--- config.mk ---
export PLATFORM = sky130hd
export DESIGN_NAME = illegal_detect_top
export DESIGN_NICKNAME = d
export VERILOG_FILES = /design/src/illegal_pkg.sv /design/src/illegal_detect_top.sv /design/src/illegal_verdict.sv /design/src/field_check.sv /design/src/opcode_class_check.sv
export VERILOG_INCLUDE_DIRS = /design/src
export SDC_FILE = /design/constraint.sdc
export NUM_CORES = 1
export LEC_CHECK = 0
export BUFFER_PORTS_ARGS = -buffer_cell sky130_fd_sc_hd__buf_2
export CAP_MARGIN = 5
export CELL_PAD_IN_SITES_DETAIL_PLACEMENT = 0
export CELL_PAD_IN_SITES_GLOBAL_PLACEMENT = 1
export CORE_MARGIN = 2
export CORE_UTILIZATION = 36
export DETAILED_ROUTE_END_ITERATION = 16
export HOLD_SLACK_MARGIN = 0.02
export PLACE_DENSITY = 0.82
export SYNTH_ARGS = -nofsm -noshare
export SYNTH_HDL_FRONTEND = slang
export SYNTH_SLANG_ARGS = --single-unit
export TNS_END_PERCENT = 100
--- constraint.sdc ---
create_clock -name clk -period 0.8 [get_ports clk]
set_input_delay 0.24 -clock clk [delete_from_list [all_inputs] [get_ports clk]]
set_output_delay 0.24 -clock clk [all_outputs]
set_load 0.02 [all_outputs]
--- src/illegal_defines.svh ---
`ifndef ILLEGAL_DEFINES_SVH
`define ILLEGAL_DEFINES_SVH

// ======================================
// build-time options
// ======================================

// instruction word width in bits
`define ILL_XLEN 32

// M extension support
// 1'b1 lets funct7 0000001 through on OP_REG, 1'b0 gives plain RV32I
`define ILL_MULDIV 1'b1

`endif
--- src/illegal_pkg.sv ---
package illegal_pkg;

   // ======================================
   // major opcode classes
   // ======================================

   // the bits 6..2 pattern is noted next to each class
   typedef enum logic [3:0] {
      OP_LOAD     = 4'd0,   // 00000 lb/lh/lw/lbu/lhu
      OP_MISC_MEM = 4'd1,   // 00011 fence/fence.i
      OP_IMM      = 4'd2,   // 00100 addi..srai
      OP_AUIPC    = 4'd3,   // 00101
      OP_STORE    = 4'd4,   // 01000 sb/sh/sw
      OP_REG      = 4'd5,   // 01100 add..and, mul..remu
      OP_LUI      = 4'd6,   // 01101
      OP_BRANCH   = 4'd7,   // 11000 beq..bgeu
      OP_JALR     = 4'd8,   // 11001
      OP_JAL      = 4'd9,   // 11011
      OP_SYSTEM   = 4'd10,  // 11100 csr*, ecall, ebreak, mret, wfi
      OP_INVALID  = 4'd15   // anything else, or low bits not 11
   } opcode_e;

   // ======================================
   // field fault kinds
   // ======================================

   typedef enum logic [1:0] {
      FAULT_NONE     = 2'd0,  // fields look fine
      FAULT_FUNCT7   = 2'd1,  // bad funct7 on shift or reg-reg
      FAULT_SYS_REGS = 2'd2   // rs1 or rd set on ecall-like form
   } fault_e;

endpackage

--- src/illegal_detect_top.sv ---
`include "illegal_defines.svh"

module illegal_detect_top
   import illegal_pkg::*;
(
   input  logic                 clk,
   input  logic                 rst_n,
   input  logic                 instr_valid,   // fetch strobe
   input  logic [`ILL_XLEN-1:0] instr,         // fetched word
   input  logic                 core_running,
   output logic                 result_valid,
   output logic                 illegal,
   output opcode_e              op_class,      // registered class
   output fault_e               fault,         // registered fault
   output logic [`ILL_XLEN-1:0] trap_value
);

   opcode_e op_class_c;   // combinational class
   fault_e  fault_c;      // combinational fault

   // ======================================
   // checkers, both see the raw word
   // ======================================

   opcode_class_check u_opcode_class (
      .instr    (instr),
      .op_class (op_class_c)
   );

   field_check u_field (
      .instr (instr),
      .fault (fault_c)
   );

   // ======================================
   // verdict register
   // ======================================

   illegal_verdict u_verdict (
      .clk          (clk),
      .rst_n        (rst_n),
      .instr_valid  (instr_valid),
      .instr        (instr),
      .core_running (core_running),
      .op_class     (op_class_c),
      .fault        (fault_c),
      .result_valid (result_valid),
      .illegal      (illegal),
      .op_class_q   (op_class),
      .fault_q      (fault),
      .trap_value   (trap_value)
   );

endmodule

--- src/illegal_verdict.sv ---
`include "illegal_defines.svh"

module illegal_verdict
   import illegal_pkg::*;
(
   input  logic                 clk,
   input  logic                 rst_n,
   input  logic                 instr_valid,   // one-cycle strobe
   input  logic [`ILL_XLEN-1:0] instr,         // word under check
   input  logic                 core_running,  // level, gates the verdict
   input  opcode_e              op_class,      // from opcode_class_check
   input  fault_e               fault,         // from field_check
   output logic                 result_valid,  // one cycle per strobe
   output logic                 illegal,       // gated verdict
   output opcode_e              op_class_q,
   output fault_e               fault_q,
   output logic [`ILL_XLEN-1:0] trap_value     // last illegal word
);

   logic illegal_d;   // verdict before the register

   // class and fault are reported even while the core is halted
   assign illegal_d = ((op_class == OP_INVALID) || (fault != FAULT_NONE)) && core_running;

   // ======================================
   // strobe stage
   // ======================================

   always_ff @(posedge clk or negedge rst_n) begin
      if (!rst_n) begin
         result_valid <= 1'b0;
      end else begin
         result_valid <= instr_valid;   // fixed one-cycle latency
      end
   end

   // results only move on a strobe, hold in between
   always_ff @(posedge clk or negedge rst_n) begin
      if (!rst_n) begin
         illegal    <= 1'b0;
         op_class_q <= OP_INVALID;
         fault_q    <= FAULT_NONE;
      end else if (instr_valid) begin
         illegal    <= illegal_d;
         op_class_q <= op_class;
         fault_q    <= fault;
      end
   end

   // ======================================
   // trap value capture
   // ======================================

   always_ff @(posedge clk or negedge rst_n) begin
      if (!rst_n) begin
         trap_value <= '0;
      end else if (instr_valid && illegal_d) begin
         trap_value <= instr;   // like mtval on an illegal trap
      end
   end

endmodule

--- src/field_check.sv ---
`include "illegal_defines.svh"

module field_check
   import illegal_pkg::*;
(
   input  logic [`ILL_XLEN-1:0] instr,  // word from fetch
   output fault_e               fault   // fault kind, none if fine
);

   // ======================================
   // field slices
   // ======================================

   logic [6:0] opcode;   // full 7-bit opcode incl low bits
   logic [2:0] funct3;
   logic [6:0] funct7;
   logic [4:0] rs1;
   logic [4:0] rd;

   assign opcode = instr[6:0];
   assign funct3 = instr[14:12];
   assign funct7 = instr[31:25];
   assign rs1    = instr[19:15];
   assign rd     = instr[11:7];

   // ======================================
   // form recognition
   // ======================================

   logic shift_imm;      // slli/srli/srai
   logic reg_reg;        // OP_REG, any funct3
   logic sys_env;        // ecall/ebreak/mret/wfi group

   // only full opcodes count, so unknown opcodes never fault here
   assign shift_imm = (opcode == 7'b0010011) && (funct3[1:0] == 2'b01);
   assign reg_reg   = (opcode == 7'b0110011);
   assign sys_env   = (opcode == 7'b1110011) && (funct3[1:0] == 2'b00);

   // ======================================
   // funct7 rule
   // ======================================

   logic funct7_zero;    // 0000000
   logic funct7_alt;     // 0100000, sub/sra/srai
   logic funct7_mul;     // 0000001, M extension
   logic alt_allowed;    // funct3 takes the alt encoding
   logic imm_ok;
   logic reg_ok;
   logic funct7_bad;

   assign funct7_zero = (funct7 == 7'b0000000);
   assign funct7_alt  = (funct7 == 7'b0100000);
   assign funct7_mul  = (funct7 == 7'b0000001);

   // same test for both forms, shift imm already has funct3[1:0] == 01
   assign alt_allowed = (funct3 == 3'b000) || (funct3 == 3'b101);

   // slli wants zero, srli/srai zero or alt
   assign imm_ok = funct7_zero || (funct7_alt && alt_allowed);

   // add/sub and srl/sra take alt, mul group any funct3
   assign reg_ok = funct7_zero
                || (funct7_alt && alt_allowed)
                || (funct7_mul && `ILL_MULDIV);

   assign funct7_bad = (shift_imm && !imm_ok) || (reg_reg && !reg_ok);

   // ======================================
   // SYSTEM register rule
   // ======================================

   logic rs1_set;        // rs1 nonzero
   logic rd_set;         // rd nonzero
   logic sys_regs_bad;

   // imm12 itself is not checked, only rs1 and rd
   assign rs1_set      = (rs1 != 5'd0);
   assign rd_set       = (rd != 5'd0);
   assign sys_regs_bad = sys_env && (rs1_set || rd_set);

   // ======================================
   // fault kind
   // ======================================

   // funct7 first, though no form can raise both
   always_comb begin
      if (funct7_bad) begin
         fault = FAULT_FUNCT7;
      end else if (sys_regs_bad) begin
         fault = FAULT_SYS_REGS;
      end else begin
         fault = FAULT_NONE;
      end
   end

endmodule

--- src/opcode_class_check.sv ---
`include "illegal_defines.svh"

module opcode_class_check
   import illegal_pkg::*;
(
   input  logic [`ILL_XLEN-1:0] instr,     // word from fetch
   output opcode_e              op_class   // decoded class
);

   // ======================================
   // opcode fields
   // ======================================

   logic [4:0] major;   // bits 6..2
   logic       is_32b;  // low bits 11 mark a 32-bit encoding

   assign major  = instr[6:2];              // major opcode
   assign is_32b = (instr[1:0] == 2'b11);   // compressed space is illegal here

   // ======================================
   // class table
   // ======================================

   // funct and register fields are left to field_check
   always_comb begin
      op_class = OP_INVALID;                // default for holes
      if (is_32b) begin
         case (major)
            5'b00000: op_class = OP_LOAD;     // loads
            5'b00011: op_class = OP_MISC_MEM; // fence family
            5'b00100: op_class = OP_IMM;      // alu immediate
            5'b00101: op_class = OP_AUIPC;    // auipc
            5'b01000: op_class = OP_STORE;    // stores
            5'b01100: op_class = OP_REG;      // alu reg-reg
            5'b01101: op_class = OP_LUI;      // lui
            5'b11000: op_class = OP_BRANCH;   // conditional branches
            5'b11001: op_class = OP_JALR;     // jalr
            5'b11011: op_class = OP_JAL;      // jal
            5'b11100: op_class = OP_SYSTEM;   // csr and env calls
            // 00001 float load, 00010 custom-0, 00110 op-imm-32
            // 00111 48-bit, 01001 float store, 01010 custom-1
            // 01011 amo, 01110 op-32, 01111 64-bit, 10xxx fp
            // 11010 reserved, 11101 reserved, 11110 custom-3
            // 11111 80-bit and longer
            default:  op_class = OP_INVALID;  // unlisted pattern
         endcase
      end
   end

endmodule

* Yosys cells after proc, flatten, opt, wreduce, memory -nomap -nowiden
Memories as Yosys holds them, arrays and structs flattened.
Index checks and enable logic that the tools add are counted.
** Storage, ports and cells
- Register bits :: 40
- Latch bits :: 0
- Memory bits (writable) :: 0
- Memory bits (read-only) :: 128
- Memories kept :: 1
** Operators by class
- Add/sub/neg operators :: 0
- $mul :: 0
- Div/mod/pow operators :: 0
- $lt $le $gt $ge :: 0
- Eq/ne operators :: 9
- Shift-type cells :: 0
- Mux-type cells :: 3
- Bitwise operators :: 0
- Reductions and logical operators :: 22
** Memories
- (name not given) :: words 32, width 4, rd ports 1, clocked after memory_dff 0, wr ports 0, line opcode_class_check.sv:28 : case (major)
** Operator list (number)
- $eq A7 B6 Y1 const B :: 2
- $reduce_bool A5 Y1 :: 2
- $logic_and A1 B1 Y1 :: 8
- $eq A7 B1 Y1 const B :: 1
- $eq A7 B5 Y1 const B :: 1
- $eq A7 B7 Y1 const B :: 1
- $logic_not A7 Y1 :: 1
- $logic_or A1 B1 Y1 :: 6
- $eq A4 B4 Y1 const B :: 1
- $mux W2 :: 2
- $mux W4 :: 1
- $eq A3 B3 Y1 const B :: 1
- $logic_not A3 Y1 :: 1
- $eq A2 B1 Y1 const B :: 1
- $eq A2 B2 Y1 const B :: 1
- $logic_not A1 Y1 :: 2
- $logic_not A2 Y1 :: 1
- $reduce_bool A2 Y1 :: 1

* Longest topological paths before layout
Gate-level depths: netlist of run 1.
- Depth after elaboration :: 13
- Gate-level depth with buffers :: 9
- Gate-level depth less buffers :: 8

* Cells and area by module
From an unflattened synthesis of run 1, not the netlist that was laid out.
** Unflattened totals
- Cell total of the unflattened synthesis :: 132
- Area total of the unflattened synthesis :: 1848.0 sq um
** Modules (own cells, without submodules)
- illegal_verdict :: instances 1, cells an instance 88, area each 1527.7 sq um
- opcode_class_check :: instances 1, cells an instance 27, area each 205.2 sq um
- field_check :: instances 1, cells an instance 17, area each 115.1 sq um

* Worst setup path after synthesis of run 1
OpenSTA, ideal clock, no wires.
- Path kind :: input port to flip-flop
- Start point :: input instr[2]
- End point :: register u_verdict.trap_value[5]
- Library setup time :: 0.128 ns
- Arrival :: 2.091 ns
- Required time :: 0.672 ns
- Slack :: -1.418 ns
- Stages :: 9
- Path buffers :: 1
- Cells stage by stage :: inv_1 ha_1 nand4_1 or4_1 a31oi_1 nor3_2 a21oi_4 buf_6 mux2_1
** Between the ends
- Longest elaborated chain between the ends :: 9
** Ends and longest elaborated chain
- start: declaration :: line illegal_detect_top.sv:9 : input logic [`ILL_XLEN-1:0] instr,
- branches (longest 6 deep; another with $mem_v2 Z32 W4)
- $logic_or A1 B1 Y1 * :: line illegal_verdict.sv:23 : assign illegal_d = ((op_class == OP_INVALID) || (fault != FAULT_NONE)) && core_running;
- $logic_and A1 B1 Y1 * :: line illegal_verdict.sv:23
- $logic_and A1 B1 Y1 * :: line illegal_verdict.sv:57 : end else if (instr_valid && illegal_d) begin
- end signal: assignment :: line illegal_verdict.sv:58 : trap_value <= instr;
- end: declaration :: line illegal_verdict.sv:17 : output logic [`ILL_XLEN-1:0] trap_value
Every way passes the cells marked *.
A chain may end at the register's enable or synchronous reset.

* Worst setup path in the final report of run 1
- Start point :: input instr[2]
- End point :: register u_verdict.trap_value[14]
The elaborated chain is that of the path after synthesis.

==> impl_metrics.env, run 1 <==
export IMPL_status="finished, violations left"
export IMPL_violations="setup timing"
export IMPL_crit_family="simple AND/OR/NAND/NOR gates"
export IMPL_fmax_mhz=492.0
export IMPL_antenna_found_initial=0
export IMPL_p_leak_nw=1.736
export IMPL_routed_wl_mm=6.370
export IMPL_cpMaxStageDelayCell="or4_4"
export IMPL_grt_util_met2=0.3536
export IMPL_drt_iter0_markers=62
export IMPL_ff2ff_path_depth=3
export IMPL_slowest_delay_ns=0.45
export IMPL_ctsLongestPathBuffers=2
export IMPL_portBuffers=75
export IMPL_syn_num_nets=184
export IMPL_cts_tree="built"
export IMPL_start_util=0.3797
export IMPL_pre_cts_slack_ns=-1.646
export IMPL_reg2reg_from="u_verdict.trap_value[31]"
export IMPL_grt_pass1_vias=1819
export IMPL_finalCriticalPeriod_ns=2.033
export IMPL_timing_final_setup_violations=79
export IMPL_synthAdderAreaFrac=0.02052
export IMPL_finalWeightedCongestion=0.7478
export IMPL_synth_xor_area_frac=0.009576
export IMPL_worst_r2r_setup_slack_ns=-0.24
export IMPL_cp_common_cell="buf_6"
export IMPL_placed_cells=309
export IMPL_areaGrowthSynthToFinish_pct=100.2
export IMPL_synth_compound_area_frac=0.09371
export IMPL_final_cells=353
export IMPL_cp_startpoint="instr[2]"
export IMPL_holdWs_ns=0.1573
export IMPL_die_x_microns=75.28
export IMPL_skew_ns=0
export IMPL_vias=1744
export IMPL_met1_usage=0.2679
export IMPL_vdd_drop_max_mv=1.241
export IMPL_filler_cell_count=317
export IMPL_syn_mean_instance_area_sq_um=12.62
export IMPL_worstPathCellList="buf_8 -> inv_6 -> ha_4 -> nand4_1 -> or4_4 -> a31oi_4 -> nor3_4 -> a21oi_4 -> buf_6 -> buf_6 -> buf_16 -> mux2_4"
export IMPL_io_pins=76
export IMPL_cts_num_sinks=40
export IMPL_yosys_area_share_simple=0.08960
export IMPL_r2r_end="u_verdict.trap_value[31]"
export IMPL_drc=0
export IMPL_synthMuxAreaShare=0.1970
export IMPL_place_detailed_hpwl_mm=3.475
export IMPL_cts_buffers=5
export IMPL_htree_levels=2
export IMPL_final_cell_mix="50 x buf_6, 48 x buf_4, 36 x dfrtp_1"
export IMPL_wl_per_cell_microns=18.05
export IMPL_dieHeight_microns=75.28
export IMPL_synth_distinct_cells=36
export IMPL_grt_overflow_total=0
export IMPL_grt_pass1_wl_mm=8.825
export IMPL_cap_violations=0
export IMPL_synth_cell_area_sq_um=1829
export IMPL_grt_max_degree=41
export IMPL_clk_pin_slew_ns=0.09
export IMPL_yosys_register_bits=40
export IMPL_timing_critical_path_depth=12
export IMPL_worst_pin_slew_ns=0.3986
export IMPL_fin_nets=324
export IMPL_first_pass_iters=4
export IMPL_arrival_ns=2.23
export IMPL_cp_start_kind="input port"
export IMPL_drive_gt1_frac=0.7517
export IMPL_core_sq_um=4817
export IMPL_finalHoldViolCount=0
export IMPL_die_area_sq_um=5667
export IMPL_fin_crit_sh=2.541
export IMPL_ys_warn_count=0
export IMPL_vias_per_cell=4.941
export IMPL_synth_cells=145
export IMPL_final_common_cell="buf_6"
export IMPL_clockRootBuffer="clkbuf_8"
export IMPL_busiest_layer="met2"
export IMPL_met3_usage=0.02811
export IMPL_num_rows=25
export IMPL_grt_setup_unrepaired="true"
export IMPL_slew_viol_final=0
export IMPL_diodes=0
export IMPL_fin_ws_ns=-1.233
export IMPL_pwr_density_cell_nw_per_um2=1939
export IMPL_end_kind="flop"
export IMPL_criticalPathCategory="input port to flop"
export IMPL_synth_top_family_by_area="multiplexers"
export IMPL_ys_seq_area_frac=0.5499
export IMPL_track_usage=0.2090
export IMPL_max_slew_margin_rel=0.7315
export IMPL_cp_data_required_time_ns=1.00
export IMPL_crit_path_end="u_verdict.trap_value[14]"
export IMPL_min_path_type="input port to flop"
export IMPL_critPathMaxFanout=5
export IMPL_clock_latency_ns=0.30
export IMPL_ant_nets=0
export IMPL_crit_buf_inv=5
==> area by class of cell <==
type | instances | area [sq um] | area share
repair buffers | 140 | 1309 | 0.3574
clock inverters | 2 | 38.79 | 0.01059
clock buffers | 6 | 82.58 | 0.02255
well taps | 67 | 83.83 | 0.02289
flip-flops and latches | 40 | 1006 | 0.2747
multi-input cells | 92 | 1102 | 0.3010
inverters | 6 | 40.04 | 0.01093
==> synth_stat cells <==
| cell | count | share of area |
|---|---|---|
| o31ai_1 | 1 | 0.0041 |
| inv_1 | 6 | 0.012 |
| a311oi_1 | 1 | 0.0048 |
| buf_2 | 1 | 0.0027 |
| a211oi_1 | 4 | 0.016 |
| clkbuf_1 | 3 | 0.0062 |
| dfstp_2 | 4 | 0.057 |
| o2bb2ai_1 | 3 | 0.014 |
| and3_1 | 1 | 0.0034 |
| mux2_2 | 5 | 0.031 |
| or2_2 | 1 | 0.0034 |
| nor3_2 | 1 | 0.0055 |
| or4_1 | 1 | 0.0041 |
| dfrtp_1 | 36 | 0.49 |
| nand2b_1 | 1 | 0.0034 |
| a21o_1 | 1 | 0.0041 |
| nand3b_1 | 1 | 0.0041 |
| nand2_1 | 5 | 0.010 |
| nor2_1 | 10 | 0.021 |
| a2111oi_2 | 1 | 0.0082 |
| a31oi_1 | 1 | 0.0034 |
| xor2_1 | 2 | 0.0096 |
| nand3_1 | 1 | 0.0027 |
| a21oi_1 | 5 | 0.014 |
| nor4_1 | 2 | 0.0068 |
| and2_1 | 1 | 0.0034 |
| ha_1 | 3 | 0.021 |
| o21ai_0 | 4 | 0.011 |
| nor3_1 | 3 | 0.0082 |
| nand4_1 | 1 | 0.0034 |
| nor2b_1 | 2 | 0.0068 |
| or3_1 | 1 | 0.0034 |
| mux2_1 | 27 | 0.17 |
| o32ai_1 | 1 | 0.0048 |
| a21oi_4 | 1 | 0.0089 |
| buf_6 | 3 | 0.018 |
==> cells by family (layout without fill, tap and decap cells) <==
| kind of cell | after synthesis | count (layout) |
|---|---|---|
| multiplexers | 32 | 32 |
| AND/OR/NAND/NOR | 32 | 32 |
| AO/OA/AOI/OAI | 23 | 23 |
| flip-flops | 40 | 40 |
| adder cells (fa/ha/maj) | 3 | 3 |
| buffers and inverters | 13 | 154 |
| XOR/XNOR | 2 | 2 |
==> sequential cells by signal, indices dropped and copies added, names as in the netlist <==
signal / count
u_verdict.op_class_q: 4
u_verdict.result_valid: 1
u_verdict.fault_q: 2
u_verdict.illegal: 1
u_verdict.trap_value: 32
==> power by group <==
| group | internal, mW | switching (mW) |
|---|---|---|
| Combinational | 1.59 | 1.12 |
| Sequential | 2.35 | 0.253 |
| Clock | 1.02 | 0.767 |
| Total | 4.96 | 2.15 |
==> layer usage <==
layer / routed length (microns) / up-vias
met5: 0 / -
met4: 193 / 0
met3: 228 / 15
met2: 3357 / 57
met1: 2592 / 873
li1: - / 799
==> per-stage QoR <==
stage,util,power (mW),instance area (sq um),setup TNS (ns)
after CTS,0.7036,6.829,3390,-52.97
after global placement,0.5439,4.200,2620,-56.04
after detailed placement,0.5439,4.235,2620,-57.84
after global routing,0.7603,7.372,3662,-56.11
final,0.7603,7.102,3662,-53.39
after floorplan,-,3.520,1961,-45.62
==> how the worst min path moves through the flow <==
stage	startpoint	end	slack (ns)	depth (start not counted)
global placement	rst_n	u_verdict.trap_value[2]	0.22	2
detailed placement	rst_n	u_verdict.trap_value[3]	0.23	2
floorplan	rst_n	u_verdict.fault_q[0]	-0.06	0
global route	instr[20]	u_verdict.trap_value[20]	0.15	2
CTS	instr[24]	u_verdict.trap_value[24]	0.16	2
finish	instr[20]	u_verdict.trap_value[20]	0.16	2
==> what timing repair did <==
| item | 4_1_cts | 5_1_grt |
|---|---|---|
| gates cloned | 4 | 0 |
| resized for setup | 121 | 31 |
| setup buffers | 20 | 22 |
| endpoints found under the setup margin | 79 | 79 |
| pin swaps | 10 | 19 |
| hold buffers | 1 | 0 |
| hold endpoints to repair | 36 | 0 |
(Power assumes the default switching activity.)
==> inputs of run 2 (changes only) <==
--- a/config.mk
+++ b/config.mk
@@ -11,10 +11,12 @@
 export CELL_PAD_IN_SITES_DETAIL_PLACEMENT = 0
 export CELL_PAD_IN_SITES_GLOBAL_PLACEMENT = 1
 export CORE_MARGIN = 2
-export CORE_UTILIZATION = 36
+export CORE_UTILIZATION = 30
+export CTS_CLUSTER_DIAMETER = 150
 export DETAILED_ROUTE_END_ITERATION = 16
 export HOLD_SLACK_MARGIN = 0.02
-export PLACE_DENSITY = 0.82
+export PLACE_DENSITY = 0.71
+export SETUP_SLACK_MARGIN = 0.02
 export SYNTH_ARGS = -nofsm -noshare
 export SYNTH_HDL_FRONTEND = slang
 export SYNTH_SLANG_ARGS = --single-unit
==> impl_metrics.env, run 2 (synthesized netlist as in run 1, its figures left out) <==
export IMPL_status="finished, violations left"
export IMPL_violations="setup timing"
export IMPL_vias=1747
export IMPL_finalPower_mw=6.612
export IMPL_filler_cell_count=455
export IMPL_start_util=0.3090
export IMPL_cp_startpoint="instr[3]"
export IMPL_first_pass_iters=4
export IMPL_cp_common_cell="buf_12"
export IMPL_worst_pin_slew_ns=0.3816
export IMPL_fin_ws_ns=-1.238
export IMPL_min_path_type="input port to flop"
export IMPL_critPathMaxFanout=7
export IMPL_io_pins=76
export IMPL_grt_pass1_wl_mm=8.797
export IMPL_timing_final_setup_violations=79
export IMPL_clk_pin_slew_ns=0.08
export IMPL_arrival_ns=2.22
export IMPL_slowest_delay_ns=0.30
export IMPL_cts_buffers=5
export IMPL_min_delay_start="instr[24]"
export IMPL_routed_wl_mm=6.162
export IMPL_diodes=0
export IMPL_areaGrowthSynthToFinish_pct=103.3
export IMPL_portBuffers=75
export IMPL_die_area_sq_um=6738
export IMPL_end_kind="flop"
export IMPL_criticalPathCategory="input port to flop"
export IMPL_grt_max_degree=28
export IMPL_ctsLongestPathBuffers=2
export IMPL_grt_setup_unrepaired="true"
export IMPL_finalWeightedCongestion=0.7474
export IMPL_cts_num_sinks=40
export IMPL_clock_latency_ns=0.29
export IMPL_num_rows=28
export IMPL_placed_area_sq_um=2663
export IMPL_netSwitchingFraction=0.3144
export IMPL_ant_nets=0
export IMPL_worstPathCellList="buf_12 -> inv_12 -> ha_4 -> buf_6 -> and2_4 -> and3_4 -> a311oi_4 -> buf_4 -> nand3_4 -> a21oi_4 -> buf_12 -> buf_12 -> mux2_4"
export IMPL_power_switching_mw=2.079
export IMPL_skew_ns=0
export IMPL_drive_gt1_frac=0.7576
export IMPL_cts_tree="built"
export IMPL_core_sq_um=5921
export IMPL_pwr_share_comb=0.407
export IMPL_cpMaxStageDelayCell="mux2_4"
export IMPL_clockRootBuffer="clkbuf_8"
export IMPL_cp_start_kind="input port"
export IMPL_dieHeight_microns=82.09
export IMPL_clockPowerShare=0.200
export IMPL_track_usage=0.1774
export IMPL_cp_data_required_time_ns=0.98
export IMPL_largest_reg_flops=32
export IMPL_drt_iter0_markers=91
export IMPL_grt_overflow_total=0
export IMPL_wl_per_cell_microns=16.56
export IMPL_reg_top3="u_verdict.trap_value: 32 flops, u_verdict.op_class_q: 4 flops, u_verdict.fault_q: 2 flops"
export IMPL_fmax_mhz=490.6
export IMPL_pwr_share_seq=0.392
export IMPL_finalHoldViolCount=0
export IMPL_fin_crit_sh=2.548
export IMPL_fin_nets=336
export IMPL_slew_viol_final=0
export IMPL_top_register="u_verdict.trap_value"
export IMPL_reg2reg_from="u_verdict.trap_value[22]"
export IMPL_intPower_mw=4.534
export IMPL_die_x_microns=82.09
export IMPL_htree_levels=2
export IMPL_vdd_drop_max_mv=1.223
export IMPL_cap_violations=0
export IMPL_final_common_cell="buf_6"
export IMPL_drc=0
export IMPL_pwr_density_cell_nw_per_um2=1778
export IMPL_fin_area_sq_um=3719
export IMPL_max_slew_margin_rel=0.7436
export IMPL_finalCriticalPeriod_ns=2.038
export IMPL_antenna_found_initial=0
export IMPL_vias_per_cell=4.696
export IMPL_final_cell_mix="63 x buf_6, 52 x buf_4, 36 x dfrtp_1"
export IMPL_grt_pass1_vias=1777
export IMPL_place_detailed_hpwl_mm=3.614
export IMPL_p_leak_nw=1.763
export IMPL_tns_ns=-54.00
run 2: cell types whose count changed in the layout (fill, tap and decap cells not counted), sizes merged:
| cell | change |
|---|---|
| bufinv | -1 |
| clkinvlp | +1 |
| buf | +11 |
run 2: final cells by class:
type / count / area (sq um) / area share
clock inverters: 2 / 12.51 / 0.003365
flip-flops and latches: 40 / 1006 / 0.2705
well taps: 75 / 93.84 / 0.02524
repair buffers: 152 / 1400 / 0.3765
clock buffers: 5 / 68.82 / 0.01851
multi-input cells: 92 / 1095 / 0.2944
inverters: 6 / 42.54 / 0.01144
run 2: metrics by stage:
step,setup WS (ns),utilization,cells,hold slack [ns]
6_report,-1.238,0.6281,372,0.1717
5_1_grt,-1.305,0.6281,372,0.1680
4_1_cts,-1.248,0.5919,365,0.1675
3_5_place_dp,-1.645,0.4497,323,0.2229
3_3_place_gp,-1.589,0.4497,323,0.2124
2_1_floorplan,-1.356,-,145,-0.05559
run 2: repair_timing:
| action | in CTS | in global routing |
|---|---|---|
| pin swaps | 8 | 15 |
| cloned | 3 | 0 |
| endpoints found under the hold margin | 36 | 0 |
| buffers inserted | 31 | 12 |
| gates resized for setup | 114 | 50 |
| setup endpoints to repair | 79 | 79 |
| hold buffers | 1 | 0 |
run 2: power groups by stage:
stage | clock network, mW | registers (mW) | logic [mW]
2_1_floorplan | 0 | 2.94 | 0.583
3_3_place_gp | 0 | 2.55 | 1.68
3_5_place_dp | 0 | 2.55 | 1.70
4_1_cts | 1.34 | 2.59 | 2.46
5_1_grt | 1.43 | 2.63 | 2.84
6_report | 1.32 | 2.59 | 2.69
run 2: final timing paths:
check,end,slack (ns),cells after the start
worst min-delay path,u_verdict.trap_value[24],0.17,2
min in group asynchronous,u_verdict.trap_value[0],0.43,3
worst min register to register,u_verdict.op_class_q[1],0.50,2
worst max register to register,u_verdict.trap_value[22],-0.21,3
worst max-delay path,u_verdict.trap_value[25],-1.24,13
max in group asynchronous,u_verdict.op_class_q[0],0.11,3
run 2: per-layer routing:
layer	global-route usage	routed length (microns)	share of wire	up-vias
met2	0.3049	3170	0.51	54
li1	-	-	-	819
met3	0.04835	299	0.049	9
met1	0.2218	2572	0.42	865
met5	0	0	0	-
met4	0.04000	119	0.019	0
run 2: worst max-delay path: cells and delay by family:
family / cells / cell delay, ns
fa+ha+maj: 1 / 0.14
compound gates: 2 / 0.46
simple gates: 3 / 0.36
buf+inv: 6 / 0.71
mux: 1 / 0.30
